File: src/sta_defs.svh
`ifndef STA_DEFS_SVH
`define STA_DEFS_SVH

// ====================
// Array geometry
// ====================

// PE grid is STA_N rows by STA_N columns
`define STA_N 4
// Total PE count, also the length of the flattened result buses
`define STA_PES (`STA_N * `STA_N)
// Elements per edge vector, one dot product per PE per cycle
`define STA_VW 4

// ====================
// Command word
// ====================

// Opcodes in bits [31:30]
`define STA_OP_NOP  2'd0
`define STA_OP_BIAS 2'd1
`define STA_OP_RUN  2'd2
`define STA_OP_READ 2'd3

// Field widths
`define STA_OP_W    2
`define STA_IDX_W   2
`define STA_BIAS_W  26
`define STA_SHIFT_W 5
`define STA_RUN_W   16

`endif

File: src/sta_pkg.sv
`include "sta_defs.svh"

package sta_pkg;

    // ====================
    // Element types
    // ====================

    // Signed int8 operand
    typedef logic signed [7:0] int8_t;

    // Signed accumulator word
    typedef logic signed [31:0] int32_t;

    // One edge vector, element 0 sits in the low byte
    typedef int8_t [`STA_VW-1:0] vec8_t;

    // ====================
    // Command word views
    // ====================

    // BIAS view, opcode 1
    // Bias is signed and gets sign-extended to the accumulator width
    typedef struct packed {
        logic [`STA_OP_W-1:0]          opcode;
        logic [`STA_IDX_W-1:0]         row;
        logic [`STA_IDX_W-1:0]         col;
        logic signed [`STA_BIAS_W-1:0] bias;
    } sta_bias_view_t;

    // Control view, opcodes 2 and 3
    // RUN reads run_len, READ reads shift
    typedef struct packed {
        logic [`STA_OP_W-1:0]    opcode;
        logic [8:0]              rsvd;
        logic [`STA_SHIFT_W-1:0] shift;
        logic [`STA_RUN_W-1:0]   run_len;
    } sta_ctrl_view_t;

    // Same 32 bits seen both ways, opcode lines up in both views
    typedef union packed {
        sta_bias_view_t bias;
        sta_ctrl_view_t ctrl;
    } sta_cmd_t;

endpackage

File: src/sta_ctrl_if.sv
`timescale 1ns/10ps
`include "sta_defs.svh"

interface sta_ctrl_if
    import sta_pkg::*;
();

    // Array freeze level, high whenever no run burst is active
    logic stall;

    // One strobe per PE, indexed [row][col], at most one bit set
    logic [`STA_N-1:0][`STA_N-1:0] load_bias;

    // Address of the PE that the current strobe targets
    logic [`STA_IDX_W-1:0] bias_row;
    logic [`STA_IDX_W-1:0] bias_col;

    // Sign-extended bias for the addressed PE
    int32_t bias_value;

    // Decoder side
    modport ctrl (
        output stall,
        output load_bias,
        output bias_row,
        output bias_col,
        output bias_value
    );

    // Array side
    modport pe (
        input stall,
        input load_bias,
        input bias_row,
        input bias_col,
        input bias_value
    );

endinterface

File: src/sta_cmd_decode.sv
`timescale 1ns/10ps
`include "sta_defs.svh"

module sta_cmd_decode
    import sta_pkg::*;
(
    input  logic                    clk,
    input  logic                    reset,
    input  logic                    cmd_valid,
    input  sta_cmd_t                cmd_word,
    output logic                    busy,
    sta_ctrl_if.ctrl                ctrl,
    output logic                    read_req,
    output logic [`STA_SHIFT_W-1:0] read_shift
);

    // Remaining cycles of the current run burst
    logic [`STA_RUN_W-1:0] run_cnt;

    // Command taken this edge
    logic accept;
    logic [`STA_OP_W-1:0] opcode;

    // Registered bias load, one cycle after acceptance
    logic [`STA_N-1:0][`STA_N-1:0] lb_strobe;
    logic [`STA_IDX_W-1:0] lb_row;
    logic [`STA_IDX_W-1:0] lb_col;
    int32_t lb_value;

    // Opcode sits in the same bits of both views
    assign opcode = cmd_word.ctrl.opcode;

    // Commands that arrive during a run are dropped
    assign accept = cmd_valid && !busy;

    // Non-zero counter means the array runs
    assign busy = (run_cnt != '0);

    // ====================
    // Control state
    // ====================

    always_ff @(posedge clk) begin
        if (reset) begin
            run_cnt   <= '0;
            lb_strobe <= '0;
            read_req  <= 1'b0;
        end else begin
            // Strobes last one cycle
            lb_strobe <= '0;
            read_req  <= 1'b0;

            // Count down the burst; never overlaps acceptance
            if (busy) begin
                run_cnt <= run_cnt - 1'b1;
            end

            if (accept) begin
                case (opcode)
                    `STA_OP_NOP: begin
                        // Nothing to do
                    end
                    `STA_OP_BIAS: begin
                        lb_strobe[cmd_word.bias.row][cmd_word.bias.col] <= 1'b1;
                    end
                    `STA_OP_RUN: begin
                        // Zero length leaves busy low, same as a NOP
                        run_cnt <= cmd_word.ctrl.run_len;
                    end
                    `STA_OP_READ: begin
                        read_req <= 1'b1;
                    end
                endcase
            end
        end
    end

    // ====================
    // Command payload
    // ====================

    always_ff @(posedge clk) begin
        // Bias view
        if (accept && opcode == `STA_OP_BIAS) begin
            lb_row   <= cmd_word.bias.row;
            lb_col   <= cmd_word.bias.col;
            lb_value <= int32_t'(cmd_word.bias.bias);
        end
        // Control view, shift travels with read_req
        if (accept && opcode == `STA_OP_READ) begin
            read_shift <= cmd_word.ctrl.shift;
        end
    end

    // Array control
    assign ctrl.stall      = !busy;
    assign ctrl.load_bias  = lb_strobe;
    assign ctrl.bias_row   = lb_row;
    assign ctrl.bias_col   = lb_col;
    assign ctrl.bias_value = lb_value;

endmodule

File: src/flat_wrapper.sv
// flat-port wrapper written by rule: the top's interface ports become plain ports
module sta_cmd_decode_flat import sta_pkg::*;
  (clk, reset, cmd_valid, cmd_word, busy, read_req, read_shift, ctrl_stall, ctrl_load_bias, ctrl_bias_row, ctrl_bias_col, ctrl_bias_value);
  sta_ctrl_if ctrl_i ();
  input  logic clk;
  input  logic reset;
  input  logic cmd_valid;
  input  sta_cmd_t cmd_word;
  output logic busy;
  output logic read_req;
  output logic [`STA_SHIFT_W-1:0] read_shift;
  output wire logic [$bits(ctrl_i.stall)-1:0] ctrl_stall;
  output wire logic [$bits(ctrl_i.load_bias)-1:0] ctrl_load_bias;
  output wire logic [$bits(ctrl_i.bias_row)-1:0] ctrl_bias_row;
  output wire logic [$bits(ctrl_i.bias_col)-1:0] ctrl_bias_col;
  output wire logic [$bits(ctrl_i.bias_value)-1:0] ctrl_bias_value;
  assign ctrl_stall = ctrl_i.stall;
  assign ctrl_load_bias = ctrl_i.load_bias;
  assign ctrl_bias_row = ctrl_i.bias_row;
  assign ctrl_bias_col = ctrl_i.bias_col;
  assign ctrl_bias_value = ctrl_i.bias_value;
  sta_cmd_decode u_core (.clk(clk), .reset(reset), .cmd_valid(cmd_valid), .cmd_word(cmd_word), .busy(busy), .ctrl(ctrl_i), .read_req(read_req), .read_shift(read_shift));
endmodule
File: config.mk
export PLATFORM = sky130hd
export DESIGN_NAME = sta_cmd_decode_flat
export DESIGN_NICKNAME = d
export VERILOG_FILES = /design/src/sta_pkg.sv /design/src/sta_ctrl_if.sv /design/src/sta_cmd_decode.sv /design/src/flat_wrapper.sv
export VERILOG_INCLUDE_DIRS = /design/src
export SDC_FILE = /design/constraint.sdc
export NUM_CORES = 1
export LEC_CHECK = 0
export BUFFER_PORTS_ARGS = -buffer_cell sky130_fd_sc_hd__buf_2
export CAP_MARGIN = 40
export CORE_ASPECT_RATIO = 1.1
export CORE_UTILIZATION = 31
export CTS_CLUSTER_SIZE = 40
export DETAILED_ROUTE_END_ITERATION = 8
export GPL_TIMING_DRIVEN = 0
export PLACE_DENSITY = 0.57
export SLEW_MARGIN = 20
export SYNTH_ARGS = -nofsm -noshare
export SYNTH_HDL_FRONTEND = slang
export SYNTH_SLANG_ARGS = --single-unit
File: constraint.sdc
create_clock -name clk -period 7 [get_ports clk]
set_input_delay 0.7 -clock clk [delete_from_list [all_inputs] [get_ports clk]]
set_output_delay 0.7 -clock clk [all_outputs]
set_load 0.1 [all_outputs]
Word level (Yosys, flattened, before mapping) --
Index checks and enable logic that the tools add are counted.
Word-level totals: register bits after elaboration 68, input port bits 35, output and inout port bits 60, word-level logic and storage cells 37
Operators by class: add/sub/neg operators 1, magnitude comparators 4, equality and inequality tests 3, multiplexer cells 8, bitwise operators 2, reductions and logical operators 9
Operators with widths (count):
- 16-bit two-way mux | 3
- 16-bit nonzero test | 1
- 16-bit by 1-bit subtractor with 16-bit output (second input constant) | 1
- 4-bit demux with 2-bit select | 1
- 2-bit by 3-bit less-than comparator with 1-bit output (second input constant) | 2
- 1-bit logical AND | 5
- 2-bit == test (second input constant) | 2
- 2-bit by 1-bit >= comparator with 1-bit output (second input constant) | 2
- 4-bit two-way mux | 1
- 3-bit OR reduction | 1
- 1-bit demux with 2-bit select | 1
- 2-bit by 1-bit == test with 1-bit output (second input constant) | 1
- 1-bit two-way mux | 2
- 1-bit inverter | 2
- 2-bit OR reduction | 1
- 1-bit logical NOT | 1

Logic depth before layout (Yosys ltp) --
Gate-level depths: netlist (run 1).
depth in word-level cells 6, mapped depth 8, mapped depth without buffers 8

Worst setup path before layout (run 1) --
Ideal clock, no wire load.
path kind register -> output, from register u_core.run_cnt[0], to output port ctrl_stall, data arrival time 2.529 ns, required time 6.300 ns, setup slack 3.771 ns, cell stages (with the launch flop) 6, path buffers 0, cells stage by stage dfxtp_1 > inv_1 > ha_1 > nor3b_1 > nand4_2 > inv_1
On the way: cells in the longest elaborated chain, start to end 2
Ends and longest elaborated chain:
- start: declaration | line sta_cmd_decode.sv:18 | logic [`STA_RUN_W-1:0] run_cnt;
- start signal: assignment | line sta_cmd_decode.sv:55 | run_cnt <= run_cnt - 1'b1;
- start signal: assignment | line sta_cmd_decode.sv:68 | run_cnt <= cmd_word.ctrl.run_len;
- 16-bit nonzero test | line sta_cmd_decode.sv:37 | assign busy = (run_cnt != '0);
- net busy | line flat_wrapper.sv:9 | output logic busy;
- 1-bit logical NOT | line sta_cmd_decode.sv:96 | assign ctrl.stall = !busy;
- end: declaration | line flat_wrapper.sv:12 | output wire logic [$bits(ctrl_i.stall)-1:0] ctrl_stall;
The timed path passes the listed nets, and every way through them passes these cells.

Worst setup path after layout (run 1) --
from register u_core.run_cnt[0], to output port ctrl_stall
On the way: cells in the longest elaborated chain, start to end 2
Ends and longest elaborated chain (line):
- 16-bit nonzero test | sta_cmd_decode.sv:37
- 1-bit logical NOT | sta_cmd_decode.sv:96
No other way between the ends.

==> qor.csv, run 1 <==
metric;value;unit
grt_first_pass_wirelength;8645;um
slew_violations;0;
maxClockFrequency;347.5;MHz
portBuffers;93;
outcome;complete, no violations;
die_w;88.75;um
post_cts_buffers;0;
max-cap-violations;0;
clkLatencyLatePin;0.35;ns
drive_above_1_share;0.3920;
grt_use_total;0.1365;
grt_max_degree;20;
tritoncts;done;
clockBufferDepth;2;
ys.warnings.count;0;
firstDrtPassIters;4;
drc;0;
p_clk_frac;0.234;
synth_nets;251;
r2r_setup_slack;4.37;ns
critPathCaptureType;primary output;
first_global_vias;1763;
viasPerCell;4.574;
drt_iter0_markers;39;
worstPathRequired;6.30;ns
clock_sinks;68;
start_util;0.3226;
final_nets;356;
hold_viol;0;
hold_slack;0.5241;ns
hold_class;in2reg;
die_height;97.43;um
path_class;reg2out;
power_frac_comb;0.396;
vias;1976;
synth_area;2566;um2
critPathMaxStageDelay;0.46;ns
power_switching_share;0.4014;
worst_pin_slew;0.5266;ns
power_density;416.4;nW/um2
worst_ep_arrival_time;2.18;ns
io_pins;95;
crit_top_cell;inv_1;
total_power;1.423;mW
wl_per_cell;12.98;um
holdBufCountCts;0;
cts_made_buffers;9;
avgSynthCellArea;11.99;um2
rsz0062_at_grt;false;
rows;34;
pwr-share-seq;0.369;
antenna_found_initial;0;
root_buffer;clkbuf_8;
synth_seq_cells;68;
diodes;0;
wl;5609;um
clock_skew;0.006218;ns
fin_crit_sh;0.4111;
final_common_cell;buf_2;
dieArea;8646;um2
crit_chain;inv_1, ha_1, nor3b_1, nand4_2, inv_1, buf_2;
ys_seq_area_frac;0.6670;
place_inst;416;
startpoint_type;flip-flop;
stdcell_count;432;
cp_slowest_cell;buf_2;
path_max_fanout;6;
postSynthCellCount;214;
area_delta_synth_final;33.15;%
dpl.hpwl;3981;um
synthDistinctLibCells;44;
power.switching;571.1;uW
cts_resized;0;
setup_viol_count_final;0;
power.internal;851.7;uW
fin_crit;2.878;ns
htreeDepth;3;
ant_nets;0;
gp_congestion;0.7623;
overflow;0;
final_cell_mix;buf_2, nor2_1, edfxtp_1, dfxtp_1, nor3_1;
clkTransAtPathRegs;0.08;ns
ir_drop;0.0002903;V
coreArea;7955;um2
maxSlewHeadroom;0.6457;
finalSetupTns;0;ns
leakage;1.423;nW
[Yosys cell counts, drive strengths merged]
library cell	count	area share
nand4	2	0.0073
o31a	1	0.0034
or4	3	0.010
or3	1	0.0024
or2	1	0.0024
nor3	21	0.043
a211oi	7	0.020
a21oi	3	0.0058
ha	2	0.0097
nor4	4	0.016
mux2i	2	0.0078
xor2	1	0.0034
a21boi	1	0.0029
mux2	1	0.0044
o21ai	4	0.0078
nand2	10	0.015
and3	3	0.0073
or3b	1	0.0034
nor2	37	0.055
nor3b	2	0.0058
and2	1	0.0024
a41oi	1	0.0034
edfxtp	35	0.41
nand2b	4	0.0097
buf	9	0.025
nor2b	3	0.0073
nand3b	3	0.0088
o31ai	1	0.0029
nand3	1	0.0019
nor4b	1	0.0034
dfxtp	33	0.26
a31oi	5	0.012
inv	4	0.0058
a311oi	1	0.0034
xnor2	3	0.010
clkbuf	2	0.0029
[cell type report]
class,instances,area (um2)
Buffer,11,72.57
Tap cell,108,135.1
Multi-Input combinational cell,131,774.5
Fill cell,792,4538
Clock buffer,12,187.7
Clock inverter,4,27.53
Inverter,4,15.01
Timing Repair Buffer,94,493.0
Sequential cell,68,1712
[power groups by stage]
stage               Clock (mW)  Combinational (mW)  Sequential, mW
global placement             0               0.555           0.534
detailed placement           0               0.566           0.533
finish                   0.334               0.564           0.525
floorplan                    0               0.408           0.580
CTS                      0.344               0.569           0.525
global route             0.363               0.621           0.535
[final timing paths]
path,depth (start not counted),startpoint,end
max,6,u_core.run_cnt[0]$_SDFF_PP0_,ctrl_stall
min,1,cmd_word[25],u_core.ctrl.bias_value[25]$_DFFE_PN_
max reg2reg,7,u_core.run_cnt[0]$_SDFF_PP0_,u_core.ctrl.bias_value[2]$_DFFE_PN_
min reg2reg,2,u_core.run_cnt[15]$_SDFF_PP0_,u_core.run_cnt[15]$_SDFF_PP0_
[per-stage QoR]
stage / setup slack (ns) / utilization / area [um2]
finish: 4.123 / 0.4295 / 3417
global route: 3.892 / 0.4295 / 3417
CTS: 4.069 / 0.4295 / 3417
detailed placement: 4.370 / 0.4025 / 3202
global placement: 2.923 / 0.3981 / 3167
floorplan: 3.771 / - / 2566
[sequential cells by signal, indices dropped and copies added (netlist names)]
name / flops
u_core.ctrl.bias_col: 2
u_core.ctrl.bias_row: 2
u_core.ctrl.bias_value: 26
u_core.ctrl.load_bias: 16
u_core.read_req: 1
u_core.read_shift: 5
u_core.run_cnt: 16
[kinds of logic (layout without fill, tap and decap cells)]
kind of cell,Yosys count,in the layout,synth area share
flops,68,68,0.6670
xor+xnor,4,4,0.01365
simple gates,98,98,0.2009
compound gates,24,24,0.06241
fa+ha+maj,2,2,0.009750
buf+inv,15,125,0.03412
mux,3,3,0.01219
[routing by layer]
metal,track usage,up-vias,part of all wire
li1,-,984,-
met1,0.1729,891,0.45
met2,0.1959,88,0.43
met3,0.04673,13,0.094
met4,0.08561,0,0.026
met5,0,-,0
[worst max-delay path: cells and delay by family (launching register included)]
kind | cells | cell delay [ns]
adder cells (fa/ha/maj) | 1 | 0.21
buffers and inverters | 3 | 0.76
flip-flops | 1 | 0.35
AND/OR/NAND/NOR | 2 | 0.50
Note: power is estimated with default switching activity, not from simulation.
==> run 2, diff against run 1 <==
--- a/config.mk
+++ b/config.mk
@@ -6,6 +6,7 @@
 export SDC_FILE = /design/constraint.sdc
 export NUM_CORES = 1
 export LEC_CHECK = 0
+export ABC_AREA = 1
 export BUFFER_PORTS_ARGS = -buffer_cell sky130_fd_sc_hd__buf_2
 export CAP_MARGIN = 40
 export CORE_ASPECT_RATIO = 1.1
@@ -13,7 +14,7 @@
 export CTS_CLUSTER_SIZE = 40
 export DETAILED_ROUTE_END_ITERATION = 8
 export GPL_TIMING_DRIVEN = 0
-export PLACE_DENSITY = 0.57
+export PLACE_DENSITY = 0.59
 export SLEW_MARGIN = 20
 export SYNTH_ARGS = -nofsm -noshare
 export SYNTH_HDL_FRONTEND = slang
==> constraint.sdc (replaced) <==
create_clock -name clk -period 2.4 [get_ports clk]
set_input_delay 0.24 -clock clk [delete_from_list [all_inputs] [get_ports clk]]
set_output_delay 0.24 -clock clk [all_outputs]
set_load 0.1 [all_outputs]
==> run 2 against run 1 <==
  * Utilization about the same
  * Synthesized cell count increased by 34%
  * Power increased to 3.1 times the previous value
  * Sequential power increased to 2.8 times the previous value
  * Flip-flop and latch count unchanged
  * Clock skew increased by 0.0032 ns
  * Count of clock-buffer cells in the layout decreased by 2
  * Worst setup slack got worse by 3.7 ns
  * Synthesized area increased by 8.1%
==> qor.csv, run 2 <==
metric;value;unit;change
drive_above_1_share;0.3584;;-0.03358
path_class;reg2out;;
wl;6352;um;+13%
vias;2278;;+15%
setup_viol_count_final;0;;unchanged
postSynthCellCount;287;;+34%
area_delta_synth_final;32.33;%;
viasPerCell;4.467;;-2.3%
antenna_found_initial;0;;unchanged
dpl.hpwl;4812;um;+21%
worst_ep_arrival_time;1.77;ns;-0.41 ns
rr_worst_depth;10;;+3
maxClockFrequency;497.6;MHz;
cts_resized;0;;unchanged
clock_skew;0.009446;ns;+0.003228 ns
outcome;complete, no violations;;
coreArea;8539;um2;+7.3%
r2r_setup_slack;0.42;ns;-3.95 ns
dieArea;9335;um2;+8.0%
ir_drop;0.0007245;V;+150%
grt_first_pass_wirelength;10230;um;+18%
min_to;u_core.ctrl.bias_value[25]$_DFFE_PN_;;
rsz0062_at_grt;false;;
gp_congestion;0.8173;;+7.2%
critPathMaxStageDelay;0.41;ns;-0.05 ns
startpoint_type;flip-flop;;
synth_nets;324;;+29%
maxSlewHeadroom;0.6622;;+0.01652
synth_top_cell_area_share;0.3787;;-0.03084
first_global_vias;2136;;+21%
drc;0;;unchanged
clkTransAtPathRegs;0.07;ns;about the same
synth_seq_cells;68;;unchanged
firstDrtPassIters;4;;unchanged
diodes;0;;unchanged
io_pins;95;;unchanged
post_cts_buffers;0;;unchanged
crit_chain;inv_2, ha_4, nand2_2, nor2_4, nand2_8, inv_1, buf_2;;
crit_buf_inv;3;;unchanged
tritoncts;done;;
path_max_fanout;5;;-1
die_height;101.2;um;+3.9%
hold_class;in2reg;;
yosysMostFrequentCell;nand2_1;;
ys.warnings.count;0;;unchanged
ant_nets;0;;unchanged
hold_viol;0;;unchanged
overflow;0;;unchanged
avgSynthCellArea;9.670;um2;-19%
synth_top_cells_by_count;nand2_1, nor2_1, edfxtp_1;;
critPathCaptureType;primary output;;
total_power;4.390;mW;+210%
holdBufCountCts;0;;unchanged
cp_slowest_cell;buf_2;;
worstReg2RegStart;u_core.run_cnt[0]$_SDFF_PP0_;;
hold_path_depth;1;;unchanged
reg2reg_to;u_core.ctrl.load_bias[6]$_SDFF_PP0_;;
htreeDepth;3;;unchanged
min_from;cmd_word[25];;
hold_slack;0.07247;ns;-0.4516 ns
final_nets;431;;+21%
synthTopCellsByArea;edfxtp_1, dfxtp_1, nand2_1;;
worstPathRequired;2.16;ns;-4.14 ns
synth_edf_count;35;;unchanged
max-cap-violations;0;;unchanged
synth_area;2775;um2;+8.1%
crit_family;buffers and inverters;;
root_buffer;clkbuf_8;;
drt_iter0_markers;121;;+210%
rows;35;;+2.9%
final_common_cell;buf_2;;
ys_seq_area_frac;0.6168;;-0.05022
final_cell_mix;buf_2, nand2_1, nor2_1, edfxtp_1, dfxtp_1;;
clkLatencyLatePin;0.34;ns;about the same
fin_crit;2.010;ns;
grt_max_degree;19;;-5.0%
slew_violations;0;;unchanged
grt_use_total;0.1432;;+0.006719
largest_reg_flops;26;;unchanged
synthDistinctLibCells;28;;-36%
wl_per_cell;12.45;um;-4.1%
clockBufferDepth;2;;unchanged
worst_pin_slew;0.5102;ns;-0.01641 ns
leakage;1.675;nW;+18%
yosys.area.top_type;edfxtp_1;;
fin_crit_sh;0.8373;;
dominantRegCellSynth;edfxtp_1;;
async_reset_ff_frac;0;;unchanged
die_w;92.21;um;+3.9%
power_density;1196;nW/um2;+190%
clock_sinks;68;;unchanged
cts_made_buffers;9;;unchanged
start_util;0.3250;;+0.002396
portBuffers;94;;+1.1%
## run 2: cell types whose count changed after synthesis, sizes merged, moves of 5 or more
cell and change:
nand2 +58, inv +20, nor2 +19, nor3 -18
nand4 +17, a21oi +10, a211oi -7, a31oi -5
## run 2: worst max path at each step
| stage | from | to | slack [ns] | cells past startpoint |
|---|---|---|---|---|
| after floorplan | u_core.run_cnt[0]$_SDFF_PP0_ | u_core.ctrl.load_bias[12]$_SDFF_PP0_ | 0.02 | 8 |
| after global placement | u_core.run_cnt[0]$_SDFF_PP0_ | u_core.ctrl.load_bias[4]$_SDFF_PP0_ | -0.40 | 8 |
| after detailed placement | u_core.run_cnt[0]$_SDFF_PP0_ | u_core.ctrl.load_bias[12]$_SDFF_PP0_ | 0.42 | 10 |
| after CTS | u_core.run_cnt[0]$_SDFF_PP0_ | ctrl_stall | 0.37 | 7 |
| after global routing | u_core.run_cnt[0]$_SDFF_PP0_ | u_core.ctrl.load_bias[14]$_SDFF_PP0_ | 0.27 | 10 |
| final | u_core.run_cnt[0]$_SDFF_PP0_ | ctrl_stall | 0.39 | 7 |
## run 2: cells by family (layout without fill, tap and decap cells)
logic type,Yosys count,in the layout,share of synthesized area
DFF,68,68,0.6168
buffers and inverters,37,149,0.05996
xor gates and xnor gates,2,2,0.006313
AOI/OAI and AO/OA,18,18,0.03336
and+or+nand+nor,160,160,0.2746
adders and majority gates,2,2,0.009016
## run 2: final cells by class
type	instances	area (um2)
Clock buffer	10	148.9
Clock inverter	6	67.56
Sequential cell	68	1712
Timing Repair Buffer	96	513.0
Fill cell	870	4867
Inverter	26	97.59
Buffer	11	68.82
Multi-Input combinational cell	182	925.9
Tap cell	111	138.9
## run 2: power breakdown
| group | internal (mW) | leakage, nW | switching [mW] |
|---|---|---|---|
| Clock | 0.549 | 0.112 | 0.451 |
| Combinational | 0.595 | 0.979 | 1.30 |
| Sequential | 1.36 | 0.583 | 0.130 |
## run 2: metal layers
layer | global-route usage | vias to the layer above | wire length, um
met4 | 0.06010 | 0 | 99
met3 | 0.04505 | 8 | 409
met5 | 0 | - | 0
met2 | 0.2204 | 88 | 2795
li1 | - | 1159 | -
met1 | 0.1868 | 1023 | 3048
## run 2: through the flow
stage | utilization | setup WS (ns) | instances | TNS [ns] | area, um2
floorplan | - | 0.02446 | 287 | 0 | 2804
global placement | 0.3997 | -0.3992 | 492 | -10.91 | 3413
detailed placement | 0.4047 | 0.4194 | 494 | 0 | 3456
CTS | 0.4300 | 0.3744 | 510 | 0 | 3672
global route | 0.4300 | 0.2665 | 510 | 0 | 3672
finish | 0.4300 | 0.3904 | 510 | 0 | 3672
